### src/hdl/ray_pkg.sv
package ray_pkg;

    // signed Q16.16
    typedef logic signed [31:0] fixed_t;

    //////////////////////////////////////////////////
    // shape sizes

    localparam fixed_t BLOCK_HALF   = 32'sh0064_0000;
    localparam fixed_t SABER_HALF   = 32'sh0005_0000;
    localparam fixed_t SABER_LENGTH = 32'sh0096_0000;

    // eye point, nudged by one small lsb step off the grid
    localparam fixed_t EYE_X = 32'sh0708_0007;
    localparam fixed_t EYE_Y = 32'sh0708_0007;
    // -300 minus the offset
    localparam fixed_t EYE_Z = 32'shFED3_FFF9;

    // divider saturation
    localparam fixed_t FIXED_MAX = 32'sh7FFF_FFFF;
    localparam fixed_t FIXED_MIN = 32'sh8000_0000;

    //////////////////////////////////////////////////
    // stage latencies in clocks

    localparam int BOUNDS_LATENCY   = 2;
    localparam int DIV_LATENCY      = 34;
    localparam int INTERVAL_LATENCY = 3;
    localparam int TOTAL_LATENCY    = BOUNDS_LATENCY + DIV_LATENCY + INTERVAL_LATENCY;

endpackage

### src/hdl/vec3_if.sv
`timescale 1ns/1ps

interface vec3_if import ray_pkg::*; ();

    fixed_t x;
    fixed_t y;
    fixed_t z;
    logic   valid;

    // producer side
    modport src (output x, output y, output z, output valid);

    // consumer side
    modport dst (input x, input y, input z, input valid);

endinterface

### src/hdl/slab_bounds.sv
`timescale 1ns/1ps

module slab_bounds import ray_pkg::*; (
    input  logic   clk_in,
    input  logic   rst_in,

    input  fixed_t block_x,
    input  fixed_t block_y,
    input  fixed_t block_z,
    input  logic   is_saber,
    input  logic   valid_in,

    vec3_if.src    corner_min,
    vec3_if.src    corner_max
);

    fixed_t half_xy;
    fixed_t min_x, min_y, min_z;
    fixed_t max_x, max_y, max_z;
    logic   box_valid;

    // saber is thin in x/y
    assign half_xy = is_saber ? SABER_HALF : BLOCK_HALF;

    //////////////////////////////////////////////////
    // cycle 1: box extent around the position

    always_ff @(posedge clk_in) begin
        min_x <= block_x - half_xy;
        min_y <= block_y - half_xy;
        max_x <= block_x + half_xy;
        max_y <= block_y + half_xy;
        // saber starts at its position and runs along +z
        min_z <= is_saber ? block_z : block_z - BLOCK_HALF;
        max_z <= block_z + (is_saber ? SABER_LENGTH : BLOCK_HALF);
    end

    always_ff @(posedge clk_in) begin
        if (rst_in) begin
            box_valid <= 1'b0;
        end else begin
            box_valid <= valid_in;
        end
    end

    //////////////////////////////////////////////////
    // cycle 2: corners relative to the eye

    always_ff @(posedge clk_in) begin
        corner_min.x <= min_x - EYE_X;
        corner_min.y <= min_y - EYE_Y;
        corner_min.z <= min_z - EYE_Z;
        corner_max.x <= max_x - EYE_X;
        corner_max.y <= max_y - EYE_Y;
        corner_max.z <= max_z - EYE_Z;
    end

    always_ff @(posedge clk_in) begin
        if (rst_in) begin
            corner_min.valid <= 1'b0;
            corner_max.valid <= 1'b0;
        end else begin
            corner_min.valid <= box_valid;
            corner_max.valid <= box_valid;
        end
    end

endmodule

### src/flat_wrapper.sv
// flat-port wrapper written by rule: the top's interface ports become plain ports
module slab_bounds_flat import ray_pkg::*;
  (clk_in, rst_in, block_x, block_y, block_z, is_saber, valid_in, corner_min_x, corner_min_y, corner_min_z, corner_min_valid, corner_max_x, corner_max_y, corner_max_z, corner_max_valid);
  vec3_if corner_min_i ();
  vec3_if corner_max_i ();
  input  logic clk_in;
  input  logic rst_in;
  input  fixed_t block_x;
  input  fixed_t block_y;
  input  fixed_t block_z;
  input  logic is_saber;
  input  logic valid_in;
  output wire logic [$bits(corner_min_i.x)-1:0] corner_min_x;
  output wire logic [$bits(corner_min_i.y)-1:0] corner_min_y;
  output wire logic [$bits(corner_min_i.z)-1:0] corner_min_z;
  output wire logic [$bits(corner_min_i.valid)-1:0] corner_min_valid;
  output wire logic [$bits(corner_max_i.x)-1:0] corner_max_x;
  output wire logic [$bits(corner_max_i.y)-1:0] corner_max_y;
  output wire logic [$bits(corner_max_i.z)-1:0] corner_max_z;
  output wire logic [$bits(corner_max_i.valid)-1:0] corner_max_valid;
  assign corner_min_x = corner_min_i.x;
  assign corner_min_y = corner_min_i.y;
  assign corner_min_z = corner_min_i.z;
  assign corner_min_valid = corner_min_i.valid;
  assign corner_max_x = corner_max_i.x;
  assign corner_max_y = corner_max_i.y;
  assign corner_max_z = corner_max_i.z;
  assign corner_max_valid = corner_max_i.valid;
  slab_bounds u_core (.clk_in(clk_in), .rst_in(rst_in), .block_x(block_x), .block_y(block_y), .block_z(block_z), .is_saber(is_saber), .valid_in(valid_in), .corner_min(corner_min_i), .corner_max(corner_max_i));
endmodule
### config.mk
export PLATFORM = sky130hd
export DESIGN_NAME = slab_bounds_flat
export DESIGN_NICKNAME = d
export VERILOG_FILES = /design/src/hdl/ray_pkg.sv /design/src/hdl/vec3_if.sv /design/src/hdl/slab_bounds.sv /design/src/flat_wrapper.sv
export SDC_FILE = /design/constraint.sdc
export NUM_CORES = 1
export LEC_CHECK = 0
export ABC_AREA = 1
export BUFFER_PORTS_ARGS = -buffer_cell sky130_fd_sc_hd__buf_2
export CORE_ASPECT_RATIO = 1.75
export CORE_MARGIN = 4
export CORE_UTILIZATION = 45
export DETAILED_ROUTE_END_ITERATION = 8
export PLACE_DENSITY = 0.68
export SLEW_MARGIN = 20
export SYNTH_ARGS = -nofsm -noshare
export SYNTH_HDL_FRONTEND = slang
export SYNTH_SLANG_ARGS = --single-unit
### constraint.sdc
create_clock -name clk_in -period 2.1 [get_ports clk_in]
set_input_delay 0.315 -clock clk_in [delete_from_list [all_inputs] [get_ports clk_in]]
set_output_delay 0.315 -clock clk_in [all_outputs]
set_load 0.02 [all_outputs]
* Yosys cells after proc, flatten, opt, wreduce, memory -nomap -nowiden
Index checks and enable logic that the tools add are counted.
W data, S select, Z words.
** Word-level totals
- Output and inout port bits :: 194
- Memories kept :: 0
- RAM bits :: 0
- Bits in registers :: 386
- Input bits :: 100
- Bits in read-only memories :: 0
- Bits in latches :: 0
- Word-level logic and storage cells :: 29
** Cells by class
- Order comparisons :: 0
- Muxes and demuxes :: 3
- Bitwise gates (word level) :: 0
- $mul :: 0
- Shifts and indexed selects :: 0
- Add/subtract/negate cells :: 12
- Equality and inequality tests :: 0
- Div/mod/pow operators :: 0
- Reductions and logical operators :: 0
** Operator list (number)
- $sub A32 B28 Y32 const B :: 4
- $add A32 B32 Y32 :: 3
- $sub A32 B26 Y32 const B :: 2
- $sub A32 B32 Y32 :: 2
- $mux W32 :: 1
- $sub A32 B24 Y32 const B :: 1
- $mux W24 :: 1
- $mux W23 :: 1

* Logic depth before layout (Yosys ltp)
Gate-level depths: netlist of run 1.
- Depth after elaboration :: 2
- Depth in mapped cells :: 12
- Depth with buffers taken out :: 12

* Least setup slack after synthesis of run 1
No wires, ideal clock.
- Path type :: input-to-reg
- Start :: input port is_saber
- End :: register u_core.max_y[25]
- Setup time :: 0.123 ns
- Stages on the path :: 7
- Setup slack :: 0.460 ns
- Data arrival time :: 1.517 ns
- Data required time :: 1.977 ns
- Cells stage by stage :: inv_1 > ha_1 > clkbuf_1 > nand4_1 > o21ai_2 > nand2_1 > xor2_1
** On the way
- Cells in the longest elaborated chain, start to end :: 2
** RTL lines
- start: declaration :: line flat_wrapper.sv:11 : input logic is_saber;
- $mux W23 :: line slab_bounds.sv:23 : assign half_xy = is_saber ? SABER_HALF : BLOCK_HALF;
- $add A32 B32 Y32 :: line slab_bounds.sv:32 : max_y <= block_y + half_xy;
- end signal: assignment :: line slab_bounds.sv:32
- end: declaration :: line slab_bounds.sv:19 : fixed_t max_x, max_y, max_z;
No other way between the ends.
A chain may end at the register's enable or synchronous reset.

* Worst setup path in the final report of run 1
- Start :: register u_core.min_z[0]
- End :: register u_core.corner_min.z[22]
** On the way
- Cells in the longest elaborated chain, start to end :: 1
** RTL lines
- start: declaration :: line slab_bounds.sv:18 : fixed_t min_x, min_y, min_z;
- start signal: assignment :: line slab_bounds.sv:34 : min_z <= is_saber ? block_z : block_z - BLOCK_HALF;
- $sub A32 B26 Y32 :: line slab_bounds.sv:52 : corner_min.z <= min_z - EYE_Z;
- end: declaration :: line vec3_if.sv:11 : modport src (output x, output y, output z, output valid);
No other way between the ends.

==> impl_metrics.toml, run 1 <==
[timing]
worstMarginPinSlew_ns = 0.583
hold_ws_ns = 0.0318
timing.final.crit_share_pct = 90.1
maxSlewViolCount = 0
maxSlewHeadroom_pct = 61.0
min_period_ns = 1.89
tns_ns = 0
fmax_mhz = 529
grt_setup_unrepaired = "false"
setup_viol = 0
final.setup_skew_ns = 0.0158
hold_viol = 0

[routing]
drt-initial-drc-count = 449
finalWirelength_mm = 45.3
firstDrtPassIters = 5
drc = 0
ant_nets = 0
wire_per_inst_um = 17.0
vias = 13100
via_per_inst = 4.90

[cts]
cts_setup_buffers = 0
clk_latency_ns = 0.55
clock_sinks = 284
clk_path_buf_depth = 3
clk_pin_slew_ns = 0.07
htreeDepth = 1
cts-root-buf = "clkbuf_16"
cts_tree = "done"
cts_inserted_buffers = 26

[synthesis]
synth_edf_count = 0
yosys_register_bits = 284
syn_inst = 1939
avgSynthCellArea_um2 = 7.02
async_reset_ff_share_pct = 0
yosys.area.top_type_share_pct = 41.8
syn-cell-area_mm2 = 0.0136
synth-seq-area-share_pct = 41.8
syn_nets = 2067
synth_warnings = 0
synthTopCellsByArea = "dfxtp_1 42%, nand2_1 17%, nor2_1 7.2%"
ys.flop_type = "dfxtp_1"
synth_most_common_cell = "nand2_1"
ys_top_cells_by_count = "612 x nand2_1, 284 x dfxtp_1, 261 x nor2_1"
synth.distinct_cells = 39
netlist.top_cell.by_area = "dfxtp_1"

[setup_path]
crit_family = "simple AND/OR/NAND/NOR gates"
r2r_end = "u_core.corner_min.z[22]"
crit_path_max_fanout = 5
cp_data_arrival_time_ns = 2.35
crit_top_cell = "nand2_1"
start_kind = "flop"
end_kind = "flop"
r2r_start = "u_core.min_z[0]"
required_ns = 2.56
critPathBufInv = 1
worst-path-stages = 8
critPathMaxStageDelay_ns = 0.33
r2r_slack_ns = 0.21
cpMaxStageDelayCell = "dfxtp_1"
worstPathCellList = "inv_1 > ha_1 > a21oi_4 > nand2_2 > nor2_4 > nand2_1 > nand2_1 > xor2_1"
reg2regPathDepth = 8
crit_path_start = "u_core.min_z[0]"
crit_end = "u_core.corner_min.z[22]"
crit_type = "flop to flop"

[layout]
antenna_cells = 0
final_layout_size_suffix_gt1_share_pct = 16.7
nets = 2393
area_growth_syn_to_layout_pct = 22.5
postLayoutCoreUtil_pct = 55.7

[global_routing]
track_usage_pct = 26.4
grt-ovfl-total = 0
grt_first_pass_wirelength_mm = 68.2
antenna_found_initial = 1
grt_pass1_vias = 13100
grt_start_max_net_pins = 17

[power]
power_mw = 14.3
vdd_drop_max_mv = 0.610
p_per_area_mw_per_mm2 = 860
leakage_nw = 8.53

[die]
row_count = 84
initial_utilization_pct = 45.5
io_pins = 294
die_x_um = 139
die_h_um = 238
design.die.area_mm2 = 0.0332
coreArea_mm2 = 0.0300

[placed_design]
dpl.hpwl_mm = 37.1
io_buffers = 293
gp_congestion = 1.02

[min_path]
hp-class = "primary input to flop"

[flow_run]
maxCapViolations = 0

[outcome]
status = "finished, final reports clean"
placed cells by master (no fill, tap or decap), drive strengths merged, types with 24 or more instances in the layout:
| master | n |
|---|---|
| a21oi | 28 |
| buf | 309 |
| clkbuf | 35 |
| dfxtp | 284 |
| dlygate4sd3 | 56 |
| ha | 28 |
| inv | 246 |
| nand2 | 617 |
| nand3 | 151 |
| nand4 | 29 |
| nor2 | 273 |
| o21ai | 29 |
| xnor2 | 24 |
| xor2 | 109 |
how the worst min path moves through the flow:
stage	cells after the start	start	end	slack, ns
after floorplan	0	block_x[0]	u_core.min_x[0]	0.34
final	3	block_z[23]	u_core.min_z[23]	0.03
after detailed placement	1	u_core.min_y[0]	u_core.corner_max.y[0]	0.38
after CTS	2	block_z[19]	u_core.max_z[19]	0.005
after global placement	1	u_core.min_x[0]	u_core.corner_max.x[0]	0.38
after global routing	2	block_z[25]	u_core.max_z[25]	0.02
area by class of cell:
cell class / instances / area [um^2]
Clock buffer: 35 / 776
Clock inverter: 12 / 131
Fill cell: 2848 / 13300
Inverter: 244 / 916
Multi-Input combinational cell: 1344 / 6540
Sequential cell: 284 / 5690
Tap cell: 387 / 484
Timing Repair Buffer: 365 / 2150
where the power goes:
group / switching, mW / internal, mW / leakage [nW]
registers: 0.447 / 6.00 / 2.40
logic: 1.94 / 0.984 / 5.70
clock network: 2.11 / 2.85 / 0.438
total: 4.50 / 9.84 / 8.53
tightest hold or removal path: stages:
cell	delay, ns
buf_2	0.11
nand2_1	0.06
nand2_1	0.06
registers in the layout, summed over array words and instances (netlist names):
name / flops
u_core.corner_max.y: 32
u_core.max_x: 16
u_core.box_valid: 1
u_core.min_z: 32
u_core.corner_min.z: 15
u_core.corner_max.x: 32
u_core.corner_max.valid: 1
u_core.max_y: 16
u_core.corner_min.x: 15
u_core.min_x: 31
u_core.max_z: 15
u_core.corner_max.z: 32
u_core.corner_min.y: 15
u_core.min_y: 31
metal layers:
layer,part of all wire (%),global-route usage [%]
met5,0.029,0
met4,9.6,21.8
met3,5.1,3.89
met2,56,53.6
met1,30,21.3
per-stage QoR:
stage	instance area [um^2]	cells	worst slack, ns
2_1_floorplan	13600	1939	0.460
3_3_place_gp	15200	2568	0.229
3_5_place_dp	15200	2568	0.203
4_1_cts	16700	2671	0.214
5_1_grt	16700	2671	0.175
6_report	16700	2671	0.208
repair_timing:
action | 4_1_cts | 5_1_grt
endpoints found under the setup margin | 0 | 0
gates resized for setup | 0 | 0
hold endpoints to repair | 56 | 0
hold buffers | 56 | 0
logic make-up (layout without fill, tap and decap cells):
logic type,Yosys count,count (layout),synth area share (%)
buffers and inverters,311,656,10.2
adders and majority gates,28,28,2.57
DFF,284,284,41.8
AOI/OAI and AO/OA,69,69,2.89
and+or+nand+nor,1114,1114,34.0
xor gates and xnor gates,133,133,8.56
(Power assumes the default switching activity.)
==> run 2: changes to the inputs <==
BUFFER_PORTS_ARGS = -buffer_cell sky130_fd_sc_hd__buf_4   (was -buffer_cell sky130_fd_sc_hd__buf_2)
PLACE_DENSITY = 0.71   (was 0.68)
SLEW_MARGIN = not set   (was 20)
clock period = 1.6 ns   (was 2.1 ns; I/O delays follow)
==> impl_metrics.toml, run 2 (synthesis results as in run 1) <==
[outcome]
status = "finished, final reports clean"

[timing]
setup_viol = 0
tns_ns = 0
fmax_mhz = 655
final.setup_skew_ns = 0.0155
maxSlewViolCount = 0
hold_viol = 0
maxSlewHeadroom_pct = 72.5
timing.final.crit_share_pct = 95.4
worstMarginPinSlew_ns = 0.409
grt_setup_unrepaired = "true"
min_period_ns = 1.53

[cts]
cts_tree = "done"
clk_pin_slew_ns = 0.07
clock_sinks = 284
clk_path_buf_depth = 3
cts-root-buf = "clkbuf_16"
htreeDepth = 1
cts_inserted_buffers = 27
clk_latency_ns = 0.56

[setup_path]
crit_type = "flop to flop"
cpMaxStageDelayCell = "dfxtp_1"
start_kind = "flop"
worstPathCellList = "nor2_2 > nand2_1 > nor2_2 > buf_4 > nand3b_4 > nand2_1 > nand2_1 > nand2_1 > nand2_1"
crit_top_cell = "nand2_1"
critPathBufInv = 1
reg2regPathDepth = 9
crit_family = "simple AND/OR/NAND/NOR gates"
crit_path_max_fanout = 4
r2r_start = "u_core.min_y[10]"
required_ns = 2.03
cp_data_arrival_time_ns = 1.96
r2r_slack_ns = 0.07
critPathMaxStageDelay_ns = 0.36
r2r_end = "u_core.corner_min.y[25]"
end_kind = "flop"

[power]
p_int_mw = 13.7
leakage_nw = 9.69
p_sw_share_pct = 31.0
p_per_area_mw_per_mm2 = 1040
vdd_drop_max_mv = 0.840
p_comb_share_pct = 23.6
p_seq_share_pct = 42.8
p_sw_mw = 6.13
clockPowerShare_pct = 33.6

[routing]
drt-initial-drc-count = 545
finalWirelength_mm = 47.9
vias = 13900
wire_per_inst_um = 16.8
firstDrtPassIters = 7
via_per_inst = 4.88
drc = 0
ant_nets = 0

[die]
io_pins = 294
die_x_um = 139
row_count = 84
die_h_um = 238
initial_utilization_pct = 45.5
design.die.area_mm2 = 0.0332
coreArea_mm2 = 0.0300

[global_routing]
grt-ovfl-total = 0
antenna_found_initial = 0
grt_first_pass_wirelength_mm = 72.8
grt_pass1_vias = 14200
grt_start_max_net_pins = 16
track_usage_pct = 27.9

[min_path]
min_delay_path_depth = 3
worstHoldStart = "block_z[31]"
whs_endpoint = "u_core.max_z[31]"
hp-class = "primary input to flop"

[layout]
final_cell_mix = "598 x nand2_1, 451 x buf_4, 280 x dfxtp_1"
multi_input_area_mm2 = 0.00670
ff_latch_area_mm2 = 0.00569
mostFrequentLayoutCell = "nand2_1"
final_layout_size_suffix_gt1_share_pct = 23.2
area_growth_syn_to_layout_pct = 39.7
stdcell_count = 2848
antenna_cells = 0
nFillCells = 2601
nets = 2569

[placed_design]
dpl.hpwl_mm = 39.2
io_buffers = 293
gp_congestion = 0.995
dpl.cell_count = 2710

[flow_run]
maxCapViolations = 0
-- run 2: cell count changes in the layout (fill, tap and decap cells not counted), sizes merged --
cell,before,now
buf,309,455
dlygate4sd3,56,84
clkinv,4,7
clkinvlp,4,1
bufinv,2,3
dlymetal6s4s,0,1
inv,246,247
-- run 2: metrics by stage --
| stage | area [um^2] | util [%] | hold slack, ns | setup WS [ns] | total power [mW] |
|---|---|---|---|---|---|
| after floorplan | 13600 | - | 0.268 | 0.0353 | 11.0 |
| after global placement | 17100 | 56.9 | 0.345 | -0.166 | 13.0 |
| after detailed placement | 17100 | 56.9 | 0.346 | -0.172 | 13.1 |
| after CTS | 18900 | 63.1 | 0.00434 | 0.00310 | 19.9 |
| after global routing | 19000 | 63.5 | 0.0330 | -0.0172 | 20.7 |
| final | 19000 | 63.5 | 0.0247 | 0.0731 | 19.8 |
-- run 2: layout make-up --
cell class	instances	area share [%]
Clock buffer	35	3.97
Clock inverter	14	0.855
Multi-Input combinational cell	1344	35.2
Inverter	244	4.81
Sequential cell	284	29.9
Tap cell	387	2.55
Timing Repair Buffer	540	22.7
-- run 2: worst register-to-register path, stage by stage, from the launching register on --
cell and delay, ns:
dfxtp_1 0.36, nor2_2 0.18, nand2_1 0.11, nor2_2 0.20, buf_4 0.15, nand3b_4 0.13, nand2_1 0.12, nand2_1 0.05
nand2_1 0.05, nand2_1 0.06
-- run 2: worst max path at each step --
stage	startpoint	end	slack, ns	depth (start not counted)
3_5_place_dp	is_saber	u_core.max_z[26]	-0.17	11
3_3_place_gp	is_saber	u_core.max_z[26]	-0.17	11
5_1_grt	u_core.min_y[0]	u_core.corner_max.y[31]	-0.02	9
4_1_cts	u_core.min_x[0]	u_core.corner_min.x[24]	0.003	9
2_1_floorplan	is_saber	u_core.max_y[25]	0.04	7
6_report	u_core.min_y[10]	u_core.corner_min.y[25]	0.07	9
-- run 2: repair_timing --
item / in CTS / in global routing
hold buffers: 85 / 0
pin swaps: 2 / 6
gates resized for setup: 12 / 41
buffers inserted: 3 / 1
setup endpoints to repair: 16 / 57
hold endpoints to repair: 97 / 0
-- run 2: routing by layer --
layer  GRT usage (%)  vias up  wire [um]
met5               0        -          0
met4            22.5        0       4500
met3            3.31      195       2250
met2            57.5      540      27000
met1            22.8     6263      14200
li1                -     6913          -
-- run 2: power by group through the flow --
stage	clock [mW]	combinational, mW	sequential, mW
4_1_cts	6.80	4.64	8.47
5_1_grt	7.05	5.08	8.55
3_3_place_gp	0	4.40	8.61
2_1_floorplan	0	1.95	9.00
3_5_place_dp	0	4.44	8.61
6_report	6.67	4.67	8.48
