$ cat src/hdl/ray_pkg.sv
package ray_pkg;

    // signed Q16.16
    typedef logic signed [31:0] fixed_t;

    //////////////////////////////////////////////////
    // shape sizes

    localparam fixed_t BLOCK_HALF   = 32'sh0064_0000;
    localparam fixed_t SABER_HALF   = 32'sh0005_0000;
    localparam fixed_t SABER_LENGTH = 32'sh0096_0000;

    // eye point, nudged by one small lsb step off the grid
    localparam fixed_t EYE_X = 32'sh0708_0007;
    localparam fixed_t EYE_Y = 32'sh0708_0007;
    // -300 minus the offset
    localparam fixed_t EYE_Z = 32'shFED3_FFF9;

    // divider saturation
    localparam fixed_t FIXED_MAX = 32'sh7FFF_FFFF;
    localparam fixed_t FIXED_MIN = 32'sh8000_0000;

    //////////////////////////////////////////////////
    // stage latencies in clocks

    localparam int BOUNDS_LATENCY   = 2;
    localparam int DIV_LATENCY      = 34;
    localparam int INTERVAL_LATENCY = 3;
    localparam int TOTAL_LATENCY    = BOUNDS_LATENCY + DIV_LATENCY + INTERVAL_LATENCY;

endpackage

$ cat src/hdl/vec3_if.sv
`timescale 1ns/1ps

interface vec3_if import ray_pkg::*; ();

    fixed_t x;
    fixed_t y;
    fixed_t z;
    logic   valid;

    // producer side
    modport src (output x, output y, output z, output valid);

    // consumer side
    modport dst (input x, input y, input z, input valid);

endinterface

$ cat src/hdl/slab_interval.sv
`timescale 1ns/1ps

module slab_interval import ray_pkg::*; (
    input  logic   clk_in,
    input  logic   rst_in,

    vec3_if.dst    t1,
    vec3_if.dst    t2,

    output logic   intersects,
    output fixed_t t_out,
    output logic   valid_out
);

    fixed_t near_x, near_y, near_z;
    fixed_t far_x, far_y, far_z;
    logic   near_valid;

    fixed_t tmin, tmax;
    logic   reduce_valid;
    logic   hit;

    function automatic fixed_t fmin(input fixed_t a, input fixed_t b);
        return (a < b) ? a : b;
    endfunction

    function automatic fixed_t fmax(input fixed_t a, input fixed_t b);
        return (a > b) ? a : b;
    endfunction

    //////////////////////////////////////////////////
    // cycle 1: near and far per axis

    always_ff @(posedge clk_in) begin
        near_x <= fmin(t1.x, t2.x);
        near_y <= fmin(t1.y, t2.y);
        near_z <= fmin(t1.z, t2.z);
        far_x  <= fmax(t1.x, t2.x);
        far_y  <= fmax(t1.y, t2.y);
        far_z  <= fmax(t1.z, t2.z);
    end

    //////////////////////////////////////////////////
    // cycle 2: latest entry, earliest exit

    always_ff @(posedge clk_in) begin
        tmin <= fmax(near_x, fmax(near_y, near_z));
        tmax <= fmin(far_x, fmin(far_y, far_z));
    end

    always_ff @(posedge clk_in) begin
        if (rst_in) begin
            near_valid   <= 1'b0;
            reduce_valid <= 1'b0;
        end else begin
            // t2 valid runs in step with t1
            near_valid   <= t1.valid;
            reduce_valid <= near_valid;
        end
    end

    //////////////////////////////////////////////////
    // cycle 3: hit test

    assign hit = reduce_valid && (tmin <= tmax);

    always_ff @(posedge clk_in) begin
        if (rst_in) begin
            intersects <= 1'b0;
            t_out      <= '0;
            valid_out  <= 1'b0;
        end else begin
            intersects <= hit;
            // zero on a miss
            t_out      <= hit ? tmin : '0;
            valid_out  <= reduce_valid;
        end
    end

endmodule

$ cat src/flat_wrapper.sv
// flat-port wrapper written by rule: the top's interface ports become plain ports
module slab_interval_flat import ray_pkg::*;
  (clk_in, rst_in, intersects, t_out, valid_out, t1_x, t1_y, t1_z, t1_valid, t2_x, t2_y, t2_z, t2_valid);
  vec3_if t1_i ();
  vec3_if t2_i ();
  input  logic clk_in;
  input  logic rst_in;
  output logic intersects;
  output fixed_t t_out;
  output logic valid_out;
  input wire logic [$bits(t1_i.x)-1:0] t1_x;
  input wire logic [$bits(t1_i.y)-1:0] t1_y;
  input wire logic [$bits(t1_i.z)-1:0] t1_z;
  input wire logic [$bits(t1_i.valid)-1:0] t1_valid;
  input wire logic [$bits(t2_i.x)-1:0] t2_x;
  input wire logic [$bits(t2_i.y)-1:0] t2_y;
  input wire logic [$bits(t2_i.z)-1:0] t2_z;
  input wire logic [$bits(t2_i.valid)-1:0] t2_valid;
  assign t1_i.x = t1_x;
  assign t1_i.y = t1_y;
  assign t1_i.z = t1_z;
  assign t1_i.valid = t1_valid;
  assign t2_i.x = t2_x;
  assign t2_i.y = t2_y;
  assign t2_i.z = t2_z;
  assign t2_i.valid = t2_valid;
  slab_interval u_core (.clk_in(clk_in), .rst_in(rst_in), .t1(t1_i), .t2(t2_i), .intersects(intersects), .t_out(t_out), .valid_out(valid_out));
endmodule
$ cat config.mk
export PLATFORM = sky130hd
export DESIGN_NAME = slab_interval_flat
export DESIGN_NICKNAME = d
export VERILOG_FILES = /design/src/hdl/ray_pkg.sv /design/src/hdl/vec3_if.sv /design/src/hdl/slab_interval.sv /design/src/flat_wrapper.sv
export SDC_FILE = /design/constraint.sdc
export NUM_CORES = 1
export LEC_CHECK = 0
export ABC_AREA = 1
export BUFFER_PORTS_ARGS = -buffer_cell sky130_fd_sc_hd__buf_2
export CAP_MARGIN = 20
export CORE_MARGIN = 2
export CORE_UTILIZATION = 55
export DETAILED_ROUTE_END_ITERATION = 8
export PLACE_DENSITY = 0.87
export SLEW_MARGIN = 30
export SYNTH_ARGS = -nofsm -noshare
export SYNTH_HDL_FRONTEND = slang
export SYNTH_SLANG_ARGS = --single-unit
export TNS_END_PERCENT = 20
$ cat constraint.sdc
create_clock -name clk_in -period 4.5 [get_ports clk_in]
set_input_delay 0.675 -clock clk_in [delete_from_list [all_inputs] [get_ports clk_in]]
set_output_delay 0.675 -clock clk_in [all_outputs]
set_load 0.01 [all_outputs]
# == Word-level counts from Yosys, hierarchy flattened ==
# Index checks and enable logic that the tools add are counted.
# totals
reg_bits,292
latch_bits,0
ram_bits,0
mem_bits_ro,0
input_bits,196
output_inout_bits,34
word_cells,37
memories,0
# op_classes
n_addsub,0
n_mul,0
n_div,0
order_cmp,11
eq_ne,0
shift,0
muxes,10
bitwise,1
n_reduce_logical,2
# ops
operator,n
2-to-1 mux 32 bit,10
> comparator 32 bit,5
less-than comparator 32 bit,5
<= comparator 32 bit,1
OR reduction 2 bit,1
logical AND 1 bit,1
NOT 1 bit,1

# == Logic depth before layout (Yosys ltp) ==
# Gate-level depths: netlist (run 1).
# depth
depth_word,4
ltp_mapped,33
ltp_nobuf,31

# == Worst setup path before layout (run 1) ==
# No wires, ideal clock.
# synth_timing
kind,reg2reg
start,register u_core.near_z[19]
end,register u_core.tmin[22]
setup_ps,128
t_arrival_ps,3792
required_ps,4372
setup_slack_ps,580
path_stages_with_launch,29
n_path_buf,2
synth_period_minus_slack_ps,3920
cell_sequence,dfxtp_1 > inv_1 > ha_1 > a21oi_1 > o21ai_0 > a21oi_1 > or2_1 > a31oi_1 > a211oi_1 > a21oi_1 > nand3b_1 > clkbuf_1 > nand2_1 > o21ai_0 > ha_1 > a21oi_1 > o21ai_1 > a21o_1 > a21oi_1 > nor2_1 > o21bai_1 > o2111ai_1 > nand2_1 > nand2_1 > nand2_1 > nand3_1 > inv_2 > clkbuf_1 > o21ai_1
# synth_between
elab_chain_cells,4
# synth_rtl
item,line_no,text
from (decl),slab_interval.sv:15,"fixed_t near_x, near_y, near_z;"
from (signal assigned),slab_interval.sv:37,"near_z <= fmin(t1.z, t2.z);"
> comparator 32 bit,slab_interval.sv:28,return (a > b) ? a : b;
2-to-1 mux 32 bit *,slab_interval.sv:28,
> comparator 32 bit,slab_interval.sv:28,
2-to-1 mux 32 bit *,slab_interval.sv:28,
to (signal assigned),slab_interval.sv:47,"tmin <= fmax(near_x, fmax(near_y, near_z));"
to (decl),slab_interval.sv:19,"fixed_t tmin, tmax;"
# Mark *: on every way between the ends. The rest lies on a longest branch, timed or not.
# A chain may end at the register's enable or synchronous reset.

# == Worst setup path in the final report (run 1) ==
# layout_timing
start,register u_core.near_y[1]
end,register u_core.tmin[2]
# layout_between
elab_chain_cells,4
# layout_rtl
item,line_no,text
from (decl),slab_interval.sv:15,
from (signal assigned),slab_interval.sv:36,"near_y <= fmin(t1.y, t2.y);"
> comparator 32 bit,slab_interval.sv:28,
2-to-1 mux 32 bit *,slab_interval.sv:28,
> comparator 32 bit,slab_interval.sv:28,
2-to-1 mux 32 bit *,slab_interval.sv:28,
# Marked as above.

==> results_tabular.tex, run 1 <==
\begin{tabular}{lr}
\hline
Metric & Value \\
\hline
\multicolumn{2}{l}{\textbf{Logic synthesis}} \\
Number of flops mapped to enable cells by yosys & 0 \\
Sequential-to-total area share from yosys stat & a little over a third \\
Synthesized-area fraction occupied by adder cells & roughly a fifth \\
Leading cell types by total area after synthesis & sky130\_fd\_sc\_hd\_\_dfxtp\_1 36\%, sky130\_fd\_sc\_hd\_\_ha\_1 20\%, sky130\_fd\_sc\_hd\_\_nand2\_1 9.2\%, sky130\_fd\_sc\_hd\_\_inv\_1 7.9\%, sky130\_fd\_sc\_hd\_\_o21ai\_0 7.5\% \\
Most used DFF post-synth & sky130\_fd\_sc\_hd\_\_dfxtp\_1 \\
Post-Synthesis Net Count & approximately 2600 \\
Combinational family with the most area after synthesis & adder cells \\
Share of synthesized flip-flops with an asynchronous set or reset & 0\% \\
Synth Area per Inst & between 7 and 8 sq um \\
Synth Area in XOR/XNOR & 0.109\% \\
Top-area cell type share of the netlist area & 36.4\% \\
Count of state elements after synthesis & a little under 300 \\
Yosys cell types & 40 \\
Post-synthesis instance area & around 0.016 sq mm \\
Gate count of the mapped netlist & between 2000 and 2500 \\
Fraction of the mapped netlist area in compound gates & between 10\% and 20\% \\
Yosys top cell by area & sky130\_fd\_sc\_hd\_\_dfxtp\_1 \\
Multiplexer share of the synthesized area & 0\% \\
Post-synthesis simple-gate area fraction & roughly 18\% \\
Synth warnings & 0 \\
\multicolumn{2}{l}{\textbf{Die}} \\
Core region area & $\sim$0.029 sq mm \\
Starting density of the core & a little under three fifths \\
I/O pins & 230 \\
Total Die Area & between 0.03 and 0.04 sq mm \\
Height of the chip & approximately 170 microns \\
Die X & approximately 170 microns \\
Number of core rows & 62 \\
\multicolumn{2}{l}{\textbf{Flow run}} \\
Count of max-cap constraint violations & 0 \\
\multicolumn{2}{l}{\textbf{Power and ir drop}} \\
Worst ir drop on vdd & 390 uV \\
Power density cells & $\sim$660 mW/mm\^{}2 \\
Leakage power of the design & a little over 10 nW \\
\multicolumn{2}{l}{\textbf{STA}} \\
Final min period & approximately 4900 ps \\
Largest clock skew in the final design & 13.1 ps \\
Hold Slack & $\sim$300 ps \\
Max Freq & slightly above 0.2 GHz \\
RSZ-0062 raised after global routing & yes \\
Number of pins exceeding their max-slew limit in the final report & 0 \\
Period Utilization, post-route & 108\% \\
Setup slack of the critical path after layout & -366 ps \\
Worst Tran Pin Value & roughly 860 ps \\
Endpoints failing hold & 0 \\
Final count of negative-setup-slack endpoints & 32 \\
Normalized max-slew margin & a little over two fifths \\
\multicolumn{2}{l}{\textbf{GRT}} \\
Global Route Usage Sum & around 27\% \\
Wire length of the first global-routing pass & approximately 67000 microns \\
Overflow left after global routing & 0 \\
Largest net degree at the start of global routing & 65 \\
Number of global-route vias before repair & 14095 \\
Number of antenna violations at the first check in global routing & 0 \\
\multicolumn{2}{l}{\textbf{Clocking}} \\
H-tree lvl count & 1 \\
CTS tree & yes \\
CTS Root Cell & sky130\_fd\_sc\_hd\_\_clkbuf\_16 \\
Clock edge transition at the registers on the reported setup and hold paths & 70 ps \\
Clock Sinks & $\sim$290 \\
Num CTS Buffers & 29 \\
Skew-Pair Late Insertion Delay & between 500 and 600 ps \\
Max Root-Sink Buffers & 3 \\
\multicolumn{2}{l}{\textbf{Detailed routing}} \\
Remaining antenna violation count & 0 \\
Mean number of vias per cell & roughly 5.5 \\
Final routed DRC violation total & 0 \\
Detailed-route wire length per cell & about 16 microns \\
Iter 0 DRT Violations & around 1300 \\
Detailed-route via count & about 15000 \\
Post-Route WL & 45200 microns \\
First-pass iteration count of the detailed router & 6 \\
\multicolumn{2}{l}{\textbf{Placed design}} \\
Final weighted congestion of routability-driven global placement & just under 1 \\
Instance area after placement & about 0.018 sq mm \\
Estimated wirelength of the detail-placed design & roughly 34000 microns \\
Count of input and output buffers & $\sim$230 \\
Post-placement worst setup slack & -109 ps \\
\multicolumn{2}{l}{\textbf{Cells and area}} \\
Area overhead of the layout relative to synthesis & 19.8\% \\
Layout cell share with drive strength beyond 1 & approximately 17\% \\
Layout fillers & 2216 \\
Final Core Density & 67.1\% \\
\# diodes & 0 \\
Number of nets in the layout & between 2000 and 3000 \\
Cell area after layout & about 0.019 sq mm \\
\multicolumn{2}{l}{\textbf{Worst setup path}} \\
Crit path to & u\_core.tmin[2] \\
Arrival time reported for the critical path endpoint & approximately 5300 ps \\
Worst setup startpoint & u\_core.near\_y[1] \\
Element type at the critical path end & flop \\
Max FO, Critical Path & 11 \\
Worst setup slack for register-to-register paths & -370 ps \\
Register-to-Register Path Depth & 23 \\
Type of the worst setup path & reg2reg \\
Type of origin of the critical path & flop \\
Data required time at the worst endpoint & between 4000 and 5000 ps \\
Worst reg2reg path startpoint & u\_core.near\_y[1] \\
R2r endpoint & u\_core.tmin[2] \\
\multicolumn{2}{l}{\textbf{Status}} \\
Violations in the final reports & setup timing \\
Outcome & finished with violations \\
\multicolumn{2}{l}{\textbf{Hold path}} \\
Class of the tightest hold or removal check & in2reg \\
\hline
\end{tabular}
-- area by class of cell --
class | instances | area (sq um) | share of cell area (%)
clock buffer | 38 | 790 | 4.10
clock inverter | 12 | 151 | 0.787
inverter | 341 | 1290 | 6.69
multi-input combinational | 1413 | 8960 | 46.6
sequential | 292 | 5850 | 30.4
tap | 384 | 480 | 2.50
timing repair buffer | 274 | 1720 | 8.96
-- metrics by stage --
| step | cells | power, mW | setup TNS, ps |
|---|---|---|---|
| finish | 2754 | 12.6 | -10450 |
| floorplan | 2116 | 7.44 | 0 |
| detailed placement | 2692 | 9.07 | -2190 |
| global route | 2754 | 13.4 | -16020 |
| global placement | 2692 | 8.72 | 0 |
| CTS | 2742 | 11.5 | 0 |
-- worst min path at each step --
stage,cells past startpoint,from,endpoint
6_report,2,rst_in,u_core.reduce_valid
5_1_grt,2,rst_in,u_core.reduce_valid
4_1_cts,2,rst_in,u_core.reduce_valid
3_5_place_dp,2,u_core.near_valid,u_core.reduce_valid
3_3_place_gp,2,u_core.near_valid,u_core.reduce_valid
2_1_floorplan,2,u_core.near_valid,u_core.reduce_valid
-- registers in the layout, summed over array words and instances, names as in the netlist --
register / count
u_core.far_x: 32
u_core.far_y: 32
u_core.far_z: 32
u_core.intersects: 1
u_core.near_valid: 1
u_core.near_x: 32
u_core.near_y: 32
u_core.near_z: 32
u_core.reduce_valid: 1
u_core.t_out: 32
u_core.tmax: 32
u_core.tmin: 32
u_core.valid_out: 1
-- critical path, stage by stage (launching register included) --
cell	delay [ps]
sky130_fd_sc_hd__dfxtp_1	420
sky130_fd_sc_hd__ha_4	230
sky130_fd_sc_hd__inv_1	80
sky130_fd_sc_hd__o21bai_1	90
sky130_fd_sc_hd__a221oi_2	240
sky130_fd_sc_hd__o211ai_1	170
sky130_fd_sc_hd__nand2_1	100
sky130_fd_sc_hd__o2111ai_1	140
sky130_fd_sc_hd__nand2_1	140
sky130_fd_sc_hd__a21oi_1	80
sky130_fd_sc_hd__nand3b_1	280
sky130_fd_sc_hd__buf_12	210
sky130_fd_sc_hd__clkbuf_16	160
sky130_fd_sc_hd__o21ai_0	440
sky130_fd_sc_hd__ha_1	240
sky130_fd_sc_hd__nand4_1	150
sky130_fd_sc_hd__or3_1	390
sky130_fd_sc_hd__nor4_2	300
sky130_fd_sc_hd__nand2_2	150
sky130_fd_sc_hd__o2111ai_2	130
sky130_fd_sc_hd__nand3_4	150
sky130_fd_sc_hd__inv_8	150
sky130_fd_sc_hd__clkbuf_16	170
sky130_fd_sc_hd__o21ai_0	100
-- cells in the mapped netlist (2+ instances only) --
cell,n
sky130_fd_sc_hd__o21bai_1,4
sky130_fd_sc_hd__o21ai_1,13
sky130_fd_sc_hd__nand3_2,13
sky130_fd_sc_hd__inv_1,339
sky130_fd_sc_hd__inv_2,2
sky130_fd_sc_hd__nand2_1,395
sky130_fd_sc_hd__or3_1,2
sky130_fd_sc_hd__nor3_1,10
sky130_fd_sc_hd__a21o_1,2
sky130_fd_sc_hd__a21oi_1,185
sky130_fd_sc_hd__nor4_1,9
sky130_fd_sc_hd__nand4_1,25
sky130_fd_sc_hd__buf_2,12
sky130_fd_sc_hd__buf_4,7
sky130_fd_sc_hd__buf_1,3
sky130_fd_sc_hd__a211oi_1,10
sky130_fd_sc_hd__o211ai_1,6
sky130_fd_sc_hd__dfxtp_1,292
sky130_fd_sc_hd__buf_6,6
sky130_fd_sc_hd__nand2_4,3
sky130_fd_sc_hd__clkbuf_1,42
sky130_fd_sc_hd__o221a_2,2
sky130_fd_sc_hd__nand3b_1,2
sky130_fd_sc_hd__nor2_1,132
sky130_fd_sc_hd__ha_1,254
sky130_fd_sc_hd__o21ai_0,242
sky130_fd_sc_hd__nand2_2,4
sky130_fd_sc_hd__nand3_1,78
sky130_fd_sc_hd__o221ai_1,2
sky130_fd_sc_hd__o2111ai_1,5
sky130_fd_sc_hd__o21a_1,3
sky130_fd_sc_hd__or2_1,3
sky130_fd_sc_hd__a31oi_1,2
-- report_power, final --
group | total (mW) | switching [mW] | internal [mW]
logic | 6.56 | 3.99 | 2.57
registers | 3.65 | 0.351 | 3.30
clock network | 2.42 | 1.02 | 1.40
total | 12.6 | 5.36 | 7.27
-- cells in the final DEF, fill, tap and decap left out, types with 3 or more instances in the layout --
master	Yosys	routed
sky130_fd_sc_hd__o21bai_1	4	4
sky130_fd_sc_hd__nor3_1	10	9
sky130_fd_sc_hd__nor2_1	132	130
sky130_fd_sc_hd__nand2_1	395	384
sky130_fd_sc_hd__clkbuf_1	42	6
sky130_fd_sc_hd__o21ai_1	13	26
sky130_fd_sc_hd__nor4_1	9	6
sky130_fd_sc_hd__or2_1	3	3
sky130_fd_sc_hd__nand2_2	4	13
sky130_fd_sc_hd__buf_6	6	4
sky130_fd_sc_hd__ha_4	0	11
sky130_fd_sc_hd__nand2_4	3	3
sky130_fd_sc_hd__bufinv_16	0	3
sky130_fd_sc_hd__a21oi_1	185	178
sky130_fd_sc_hd__nor4_2	1	4
sky130_fd_sc_hd__nand4_1	25	25
sky130_fd_sc_hd__nand3_2	13	13
sky130_fd_sc_hd__clkbuf_8	0	3
sky130_fd_sc_hd__o21ai_2	0	5
sky130_fd_sc_hd__clkbuf_16	0	36
sky130_fd_sc_hd__o211ai_1	6	6
sky130_fd_sc_hd__a21oi_2	1	8
sky130_fd_sc_hd__a211oi_1	10	9
sky130_fd_sc_hd__buf_4	7	27
sky130_fd_sc_hd__buf_12	0	8
sky130_fd_sc_hd__dfxtp_2	0	4
sky130_fd_sc_hd__dfxtp_1	292	288
sky130_fd_sc_hd__nand3_1	78	77
sky130_fd_sc_hd__o2111ai_1	5	3
sky130_fd_sc_hd__o21a_1	3	3
sky130_fd_sc_hd__o21ai_4	0	5
sky130_fd_sc_hd__inv_1	339	335
sky130_fd_sc_hd__o21ai_0	242	219
sky130_fd_sc_hd__buf_2	12	228
sky130_fd_sc_hd__inv_2	2	5
sky130_fd_sc_hd__ha_1	254	243
sky130_fd_sc_hd__clkinv_2	0	4
-- layer usage --
layer	up-vias	routed length (microns)	global-route usage (%)
li1	7420	-	-
met1	6869	18700	35.2
met2	747	21000	44.9
met3	125	3910	4.33
met4	0	1530	9.03
met5	-	0	0
-- kinds of logic after synthesis --
| family | Yosys count |
|---|---|
| simple gates | 679 |
| fa+ha+maj | 254 |
| buf+inv | 411 |
| flops | 292 |
| compound gates | 478 |
| xor+xnor | 2 |
-- timing repair --
action,4_1_cts,5_1_grt
setup buffers,0,6
endpoints found under the setup margin,32,64
hold buffers,0,0
pin swaps,2,34
cloned,0,9
resized for setup,7,95
Note: power is estimated with default switching activity, not from simulation.
==> run 2: changes to the inputs <==
ABC_AREA = default   (was 1)
BUFFER_PORTS_ARGS = default   (was -buffer_cell sky130_fd_sc_hd__buf_2)
DONT_BUFFER_PORTS = 1   (was default)
PLACE_DENSITY = 0.7   (was 0.87)
==> results_tabular.tex, run 2 <==
\begin{tabular}{lr}
\hline
Metric & Value \\
\hline
\multicolumn{2}{l}{\textbf{Die}} \\
Number of core rows & 63 (+1.6\%) \\
I/O pins & 230 (unchanged) \\
Height of the chip & 177 microns (+1.2\%) \\
Total Die Area & 0.0314 sq mm (+2.5\%) \\
Core region area & 0.0296 sq mm (+3.0\%) \\
Starting density of the core & 55.7\% (-0.26 points) \\
Die X & 177 microns (+1.2\%) \\
\multicolumn{2}{l}{\textbf{GRT}} \\
Number of antenna violations at the first check in global routing & 0 (unchanged) \\
Largest net degree at the start of global routing & 35 (-46\%) \\
Overflow left after global routing & 0 (unchanged) \\
Global Route Usage Sum & 27.1\% (+0.29 points) \\
Number of global-route vias before repair & 12363 (-12\%) \\
Wire length of the first global-routing pass & 65900 microns (-1.3\%) \\
\multicolumn{2}{l}{\textbf{Power and ir drop}} \\
Total power of the final layout & 10.4 mW (-18\%) \\
Leakage power of the design & 9.86 nW (-2.7\%) \\
Power density cells & 530 mW/mm\^{}2 (-19\%) \\
Worst ir drop on vdd & 344 uV (-12\%) \\
\multicolumn{2}{l}{\textbf{Clocking}} \\
Clock Sinks & 292 (unchanged) \\
Skew-Pair Late Insertion Delay & 560 ps (about the same) \\
Max Root-Sink Buffers & 3 (unchanged) \\
CTS tree & yes \\
Clock edge transition at the registers on the reported setup and hold paths & 70 ps (about the same) \\
Num CTS Buffers & 31 (+6.9\%) \\
CTS Root Cell & sky130\_fd\_sc\_hd\_\_clkbuf\_16 \\
H-tree lvl count & 1 (unchanged) \\
\multicolumn{2}{l}{\textbf{Cells and area}} \\
Most frequent cells in the layout & 284 x sky130\_fd\_sc\_hd\_\_inv\_1, 271 x sky130\_fd\_sc\_hd\_\_dfxtp\_1, 245 x sky130\_fd\_sc\_hd\_\_ha\_1, 194 x sky130\_fd\_sc\_hd\_\_mux2\_2, 132 x sky130\_fd\_sc\_hd\_\_buf\_4 \\
Area overhead of the layout relative to synthesis & 18.8\% \\
Number of standard cells in the final layout excluding fillers & 2197 (-20\%) \\
Layout cell share with drive strength beyond 1 & 26.3\% (+9.2 points) \\
Leading cell type in the layout, fill and taps excluded & sky130\_fd\_sc\_hd\_\_inv\_1 \\
Number of nets in the layout & 2235 (-20\%) \\
Final Core Density & 66.2\% (-0.82 points) \\
Cell area after layout & 0.0196 sq mm (+1.7\%) \\
Layout fillers & 2351 (+6.1\%) \\
\# diodes & 0 (unchanged) \\
\multicolumn{2}{l}{\textbf{STA}} \\
Setup slack of the critical path after layout & -524 ps (-158 ps) \\
Endpoints failing hold & 0 (unchanged) \\
Number of pins exceeding their max-slew limit in the final report & 0 (unchanged) \\
Final count of negative-setup-slack endpoints & 64 (+100\%) \\
RSZ-0062 raised after global routing & yes \\
Period Utilization, post-route & 112\% (+3.5 points) \\
Normalized max-slew margin & 49.9\% (+7.6 points) \\
Worst Tran Pin Value & 748 ps (-114 ps) \\
Final min period & 5020 ps (+158 ps) \\
Setup Total Neg Slack & -20770 ps (-10320 ps) \\
Largest clock skew in the final design & 13.5 ps (+0.437 ps) \\
Max Freq & 0.199 GHz (-3.2\%) \\
\multicolumn{2}{l}{\textbf{Detailed routing}} \\
Detailed-route via count & 11986 (-21\%) \\
Final routed DRC violation total & 0 (unchanged) \\
Iter 0 DRT Violations & 434 (-68\%) \\
Post-Route WL & 43200 microns (-4.3\%) \\
First-pass iteration count of the detailed router & 4 (-2) \\
Remaining antenna violation count & 0 (unchanged) \\
Detailed-route wire length per cell & 19.7 microns (+20\%) \\
Mean number of vias per cell & 5.46 (-0.90\%) \\
\multicolumn{2}{l}{\textbf{Worst setup path}} \\
Arrival time reported for the critical path endpoint & 5500 ps (+210 ps) \\
Type of origin of the critical path & flop \\
Data required time at the worst endpoint & 4980 ps (+50 ps) \\
Worst reg2reg path startpoint & u\_core.far\_z[11] \\
Element type at the critical path end & flop \\
Worst setup startpoint & u\_core.far\_z[11] \\
Type of the worst setup path & reg2reg \\
Max FO, Critical Path & 8 (-3) \\
\multicolumn{2}{l}{\textbf{Logic synthesis}} \\
Yosys top cell by area & sky130\_fd\_sc\_hd\_\_dfxtp\_1 \\
Leading cell types by total area after synthesis & sky130\_fd\_sc\_hd\_\_dfxtp\_1 35\%, sky130\_fd\_sc\_hd\_\_ha\_1 19\%, sky130\_fd\_sc\_hd\_\_mux2\_2 13\%, sky130\_fd\_sc\_hd\_\_mux2i\_1 7.7\%, sky130\_fd\_sc\_hd\_\_inv\_1 6.6\% \\
Post-synthesis instance area & 0.0165 sq mm (+2.5\%) \\
Synth warnings & 0 (unchanged) \\
Synth Area per Inst & 10.0 sq um (+32\%) \\
Top-area cell type share of the netlist area & 35.5\% (-0.89 points) \\
Post-Synthesis Net Count & 2094 (-18\%) \\
Yosys cell types & 56 (+40\%) \\
Number of flops mapped to enable cells by yosys & 0 (unchanged) \\
Count of state elements after synthesis & 292 (unchanged) \\
Synth top cells by count & 292 x sky130\_fd\_sc\_hd\_\_dfxtp\_1, 289 x sky130\_fd\_sc\_hd\_\_inv\_1, 254 x sky130\_fd\_sc\_hd\_\_ha\_1 \\
Most used DFF post-synth & sky130\_fd\_sc\_hd\_\_dfxtp\_1 \\
Sequential-to-total area share from yosys stat & 35.5\% (-0.89 points) \\
Gate count of the mapped netlist & 1644 (-22\%) \\
Count leader, synth & sky130\_fd\_sc\_hd\_\_dfxtp\_1 \\
Share of synthesized flip-flops with an asynchronous set or reset & 0\% (unchanged) \\
\multicolumn{2}{l}{\textbf{Placed design}} \\
Placed cell count & 2120 (-21\%) \\
Count of input and output buffers & 0 (-100\%) \\
Instance area after placement & 0.0180 sq mm (+1.5\%) \\
Estimated wirelength of the detail-placed design & 34400 microns (+2.0\%) \\
Final weighted congestion of routability-driven global placement & 0.914 (-7.5\%) \\
\multicolumn{2}{l}{\textbf{Hold path}} \\
Class of the tightest hold or removal check & in2reg \\
Startpoint of the lowest-slack hold path & rst\_in \\
\multicolumn{2}{l}{\textbf{Flow run}} \\
Count of max-cap constraint violations & 0 (unchanged) \\
\multicolumn{2}{l}{\textbf{Status}} \\
Outcome & finished with violations \\
Violations in the final reports & setup timing \\
\hline
\end{tabular}
## run 2: cell types whose count changed after synthesis, sizes merged, moves of 71 or more
cell and change:
o21ai -226, mux2i +127, mux2 +195, nor2 -104
a21oi -125, nand2 -362, nand3 -71
## run 2: per-stage QoR
stage,hold slack [ps],setup slack (ps)
3_5_place_dp,432,-601
6_report,190,-524
3_3_place_gp,431,-375
2_1_floorplan,414,-39.8
5_1_grt,172,-743
4_1_cts,169,-440
## run 2: where the power goes
group | internal, mW | total (mW) | switching, mW
Combinational | 2.29 | 4.45 | 2.17
Sequential | 3.15 | 3.51 | 0.352
Clock | 1.38 | 2.42 | 1.04
Total | 6.82 | 10.4 | 3.56
## run 2: kinds of logic (layout without fill, tap and decap cells)
family | after synthesis | after routing | synth area share, %
and+or+nand+nor | 189 | 189 | 6.08
xor gates and xnor gates | 1 | 1 | 0.0532
adders and majority gates | 254 | 254 | 19.3
AOI/OAI and AO/OA | 255 | 255 | 10.5
DFF | 292 | 292 | 35.5
muxes | 322 | 322 | 21.0
buffers and inverters | 331 | 494 | 7.56
## run 2: path summary, 6_finish.rpt
kind	end	cells after the start	slack (ps)
min reg2reg	u_core.t_out[20]	2	440
min	u_core.reduce_valid	1	190
max	u_core.tmax[20]	23	-520
max reg2reg	u_core.tmax[20]	23	-520
## run 2: layer usage
metal  up-vias  routed length [microns]  GRT usage, %
met2       365                    19300          43.8
met3        83                     3320          5.84
met5         -                        0             0
met4         0                     1470          8.57
li1       6039                        -             -
met1      5499                    19200          35.9
## run 2: worst max-delay path, stage by stage, from the launching register on
cell and delay (ps):
sky130_fd_sc_hd__dfxtp_1 330, sky130_fd_sc_hd__inv_1 40, sky130_fd_sc_hd__ha_1 330, sky130_fd_sc_hd__a21oi_2 150, sky130_fd_sc_hd__o21ai_1 120, sky130_fd_sc_hd__o2bb2ai_1 150
sky130_fd_sc_hd__o41a_1 500, sky130_fd_sc_hd__o31ai_4 260, sky130_fd_sc_hd__o21ai_4 130, sky130_fd_sc_hd__buf_6 160, sky130_fd_sc_hd__buf_6 130, sky130_fd_sc_hd__mux2i_4 180
sky130_fd_sc_hd__ha_2 180, sky130_fd_sc_hd__a21o_1 180, sky130_fd_sc_hd__a21o_1 180, sky130_fd_sc_hd__a21oi_2 130, sky130_fd_sc_hd__o21a_1 160, sky130_fd_sc_hd__o21ai_2 70
sky130_fd_sc_hd__or3_4 410, sky130_fd_sc_hd__a211oi_4 290, sky130_fd_sc_hd__mux2i_4 300, sky130_fd_sc_hd__buf_12 160, sky130_fd_sc_hd__buf_12 140, sky130_fd_sc_hd__mux2i_2 230
## run 2: timing repair
action / 4_1_cts / 5_1_grt
resized for setup: 48 / 46
buffers inserted: 9 / 10
cloned: 3 / 0
setup endpoints to repair: 64 / 64
pin swaps: 18 / 22
hold buffers: 0 / 0
## run 2: cell type report
cell class              instances  area (sq um)  area share [%]
multi-input cells            1021          9820            50.2
clock buffers                  39           846            4.32
clock inverters                16           125           0.639
flip-flops and latches        292          5870            30.0
inverters                     289          1080            5.54
repair buffers                150          1340            6.84
well taps                     390           488            2.49
==> run 3: changes to the inputs <==
PLACE_DENSITY = 0.73   (was 0.7)
clock period = 4.1 ns   (was 4.5 ns; I/O delays follow)
==> results_tabular.tex, run 3 (synthesis gave the netlist of run 2 again) <==
\begin{tabular}{lr}
\hline
Metric & Value \\
\hline
\multicolumn{2}{l}{\textbf{Die}} \\
Starting density of the core & 55.7\% (unchanged) \\
Number of core rows & 63 (unchanged) \\
Total Die Area & 0.0314 sq mm (unchanged) \\
Die X & 177 microns (unchanged) \\
Height of the chip & 177 microns (unchanged) \\
I/O pins & 230 (unchanged) \\
Core region area & 0.0296 sq mm (unchanged) \\
\multicolumn{2}{l}{\textbf{STA}} \\
RSZ-0062 raised after global routing & yes \\
Normalized max-slew margin & 57.5\% (+7.6 points) \\
Period Utilization, post-route & 125\% (+13 points) \\
Endpoints failing hold & 0 (unchanged) \\
Largest clock skew in the final design & 12.3 ps (-1.26 ps) \\
Setup Total Neg Slack & -51660 ps (-30890 ps) \\
Worst Tran Pin Value & 637 ps (-111 ps) \\
Setup slack of the critical path after layout & -1010 ps (-485 ps) \\
Number of pins exceeding their max-slew limit in the final report & 0 (unchanged) \\
Final min period & 5110 ps (+84.6 ps) \\
Max Freq & 0.196 GHz (-1.7\%) \\
Final count of negative-setup-slack endpoints & 64 (unchanged) \\
Hold Slack & 125 ps (-64.6 ps) \\
\multicolumn{2}{l}{\textbf{Detailed routing}} \\
Remaining antenna violation count & 0 (unchanged) \\
Final routed DRC violation total & 0 (unchanged) \\
First-pass iteration count of the detailed router & 4 (unchanged) \\
Detailed-route via count & 12527 (+4.5\%) \\
Mean number of vias per cell & 5.67 (+3.9\%) \\
Detailed-route wire length per cell & 20.5 microns (+4.4\%) \\
Iter 0 DRT Violations & 671 (+55\%) \\
Post-Route WL & 45400 microns (+5.0\%) \\
\multicolumn{2}{l}{\textbf{Cells and area}} \\
Most frequent cells in the layout & 285 x sky130\_fd\_sc\_hd\_\_inv\_1, 278 x sky130\_fd\_sc\_hd\_\_dfxtp\_1, 247 x sky130\_fd\_sc\_hd\_\_ha\_1, 194 x sky130\_fd\_sc\_hd\_\_mux2\_2, 146 x sky130\_fd\_sc\_hd\_\_buf\_4 \\
\# diodes & 0 (unchanged) \\
Number of nets in the layout & 2246 (+0.49\%) \\
Area overhead of the layout relative to synthesis & 19.7\% \\
Layout cell share with drive strength beyond 1 & 26.4\% (+0.16 points) \\
Leading cell type in the layout, fill and taps excluded & sky130\_fd\_sc\_hd\_\_inv\_1 \\
Cell area after layout & 0.0197 sq mm (+0.73\%) \\
Final Core Density & 66.7\% (+0.49 points) \\
\multicolumn{2}{l}{\textbf{Worst setup path}} \\
Type of origin of the critical path & flop \\
Worst setup startpoint & u\_core.far\_z[27] \\
Slowest cell delay on critical path & 400 ps (-100 ps) \\
Chain of cells forming the critical path & inv\_2 > ha\_4 > nand4\_1 > nor4\_4 > and4\_4 > o41a\_1 > o31ai\_4 > o21ai\_4 > buf\_12 > mux2i\_4 > ha\_1 > a21oi\_2 > nor2b\_1 > o21ai\_1 > nand2b\_1 > a2111oi\_2 > o31ai\_2 > a211oi\_4 > mux2i\_4 > buf\_12 > buf\_12 > mux2i\_4 \\
Data required time at the worst endpoint & 4590 ps (-390 ps) \\
Arrival time reported for the critical path endpoint & 5600 ps (+100 ps) \\
Cell with the largest stage delay on the worst path & sky130\_fd\_sc\_hd\_\_a2111oi\_2 \\
Worst reg2reg path startpoint & u\_core.far\_z[27] \\
Type of the worst setup path & reg2reg \\
Element type at the critical path end & flop \\
Max FO, Critical Path & 8 (unchanged) \\
\multicolumn{2}{l}{\textbf{Placed design}} \\
Final weighted congestion of routability-driven global placement & 0.930 (+1.8\%) \\
Estimated wirelength of the detail-placed design & 36000 microns (+4.6\%) \\
Instance area after placement & 0.0180 sq mm (+0.42\%) \\
Count of input and output buffers & 0 (unchanged) \\
\multicolumn{2}{l}{\textbf{GRT}} \\
Overflow left after global routing & 0 (unchanged) \\
Global Route met3 Usage & 5.76\% (-0.086 points) \\
Met1 track utilization from global routing & 37.8\% (+1.9 points) \\
Routing layer with the top usage in global route & met2 \\
Wire length of the first global-routing pass & 69400 microns (+5.3\%) \\
Largest net degree at the start of global routing & 35 (unchanged) \\
Met2 track demand over resource in global routing & 46.2\% (+2.4 points) \\
Number of global-route vias before repair & 13022 (+5.3\%) \\
Number of antenna violations at the first check in global routing & 0 (unchanged) \\
Global Route Usage Sum & 28.5\% (+1.5 points) \\
\multicolumn{2}{l}{\textbf{Power and ir drop}} \\
Worst ir drop on vdd & 376 uV (+9.3\%) \\
Leakage power of the design & 9.97 nW (+1.2\%) \\
Total power of the final layout & 11.8 mW (+13\%) \\
Power density cells & 596 mW/mm\^{}2 (+12\%) \\
\multicolumn{2}{l}{\textbf{Clocking}} \\
Skew-Pair Late Insertion Delay & 560 ps (about the same) \\
CTS tree & yes \\
Clock edge transition at the registers on the reported setup and hold paths & 70 ps (about the same) \\
H-tree lvl count & 1 (unchanged) \\
Num CTS Buffers & 30 (-3.2\%) \\
CTS Root Cell & sky130\_fd\_sc\_hd\_\_clkbuf\_16 \\
Max Root-Sink Buffers & 3 (unchanged) \\
Clock Sinks & 292 (unchanged) \\
Number of hold buffers added after cts & 0 (unchanged) \\
\multicolumn{2}{l}{\textbf{Flow run}} \\
Count of max-cap constraint violations & 0 (unchanged) \\
\multicolumn{2}{l}{\textbf{Status}} \\
Outcome & finished with violations \\
Violations in the final reports & setup timing \\
\multicolumn{2}{l}{\textbf{Hold path}} \\
Startpoint of the lowest-slack hold path & rst\_in \\
Class of the tightest hold or removal check & in2reg \\
\hline
\end{tabular}
==> run 3: cell count changes in the layout (fill, tap and decap cells not counted), moves of 4 or more <==
| cell | delta |
|---|---|
| sky130_fd_sc_hd__mux2i_2 | +4 |
| sky130_fd_sc_hd__dfxtp_1 | +7 |
| sky130_fd_sc_hd__dfxtp_2 | -6 |
| sky130_fd_sc_hd__clkinvlp_4 | -5 |
| sky130_fd_sc_hd__bufinv_16 | +4 |
| sky130_fd_sc_hd__buf_4 | +14 |
==> run 3: stage by stage <==
| stage | worst slack [ps] | instances |
|---|---|---|
| 6_report | -1010 | 2209 |
| 5_1_grt | -1110 | 2209 |
| 4_1_cts | -866 | 2203 |
| 3_5_place_dp | -1070 | 2130 |
| 3_3_place_gp | -1010 | 2130 |
| 2_1_floorplan | -440 | 1644 |
==> run 3: layout make-up <==
cell class / count / area, sq um
fill: 2262 / 9840
multi-input combinational: 1021 / 9790
sequential: 292 / 5860
timing repair buffer: 162 / 1420
inverter: 289 / 1080
clock buffer: 40 / 870
tap: 390 / 488
clock inverter: 15 / 208
==> run 3: path summary, 6_finish.rpt <==
kind	to	slack [ps]	cells after the start
worst max-delay path	u_core.tmax[31]	-1010	22
worst min-delay path	u_core.reduce_valid	130	1
worst max register to register	u_core.tmax[31]	-1010	22
worst min register to register	u_core.reduce_valid	440	1
==> run 3: report_power, final <==
group | total [mW] | switching (mW) | internal [mW]
combinational | 4.91 | 2.40 | 2.51
clock | 2.96 | 1.16 | 1.80
sequential | 3.89 | 0.431 | 3.46
total | 11.8 | 3.99 | 7.77
==> run 3: routing by layer <==
metal / routed length [microns] / part of all wire, %
met5: 0 / 0
met3: 3680 / 8.1
met2: 19800 / 44
met4: 1950 / 4.3
met1: 19900 / 44
==> run 3: what timing repair did <==
| item | 4_1_cts | 5_1_grt |
|---|---|---|
| setup buffers | 16 | 6 |
| gates resized for setup | 56 | 28 |
| endpoints found under the setup margin | 64 | 64 |
| endpoints found under the hold margin | 0 | 0 |
| cloned | 3 | 0 |
| pin swaps | 12 | 15 |
==> run 3: critical path: cells and delay by family (launching register included) <==
kind / cells / cell delay (ps)
AND/OR/NAND/NOR: 5 / 1080
multiplexers: 3 / 820
AO/OA/AOI/OAI: 8 / 1720
flip-flops: 1 / 340
buffers and inverters: 4 / 530
adder cells (fa/ha/maj): 2 / 550
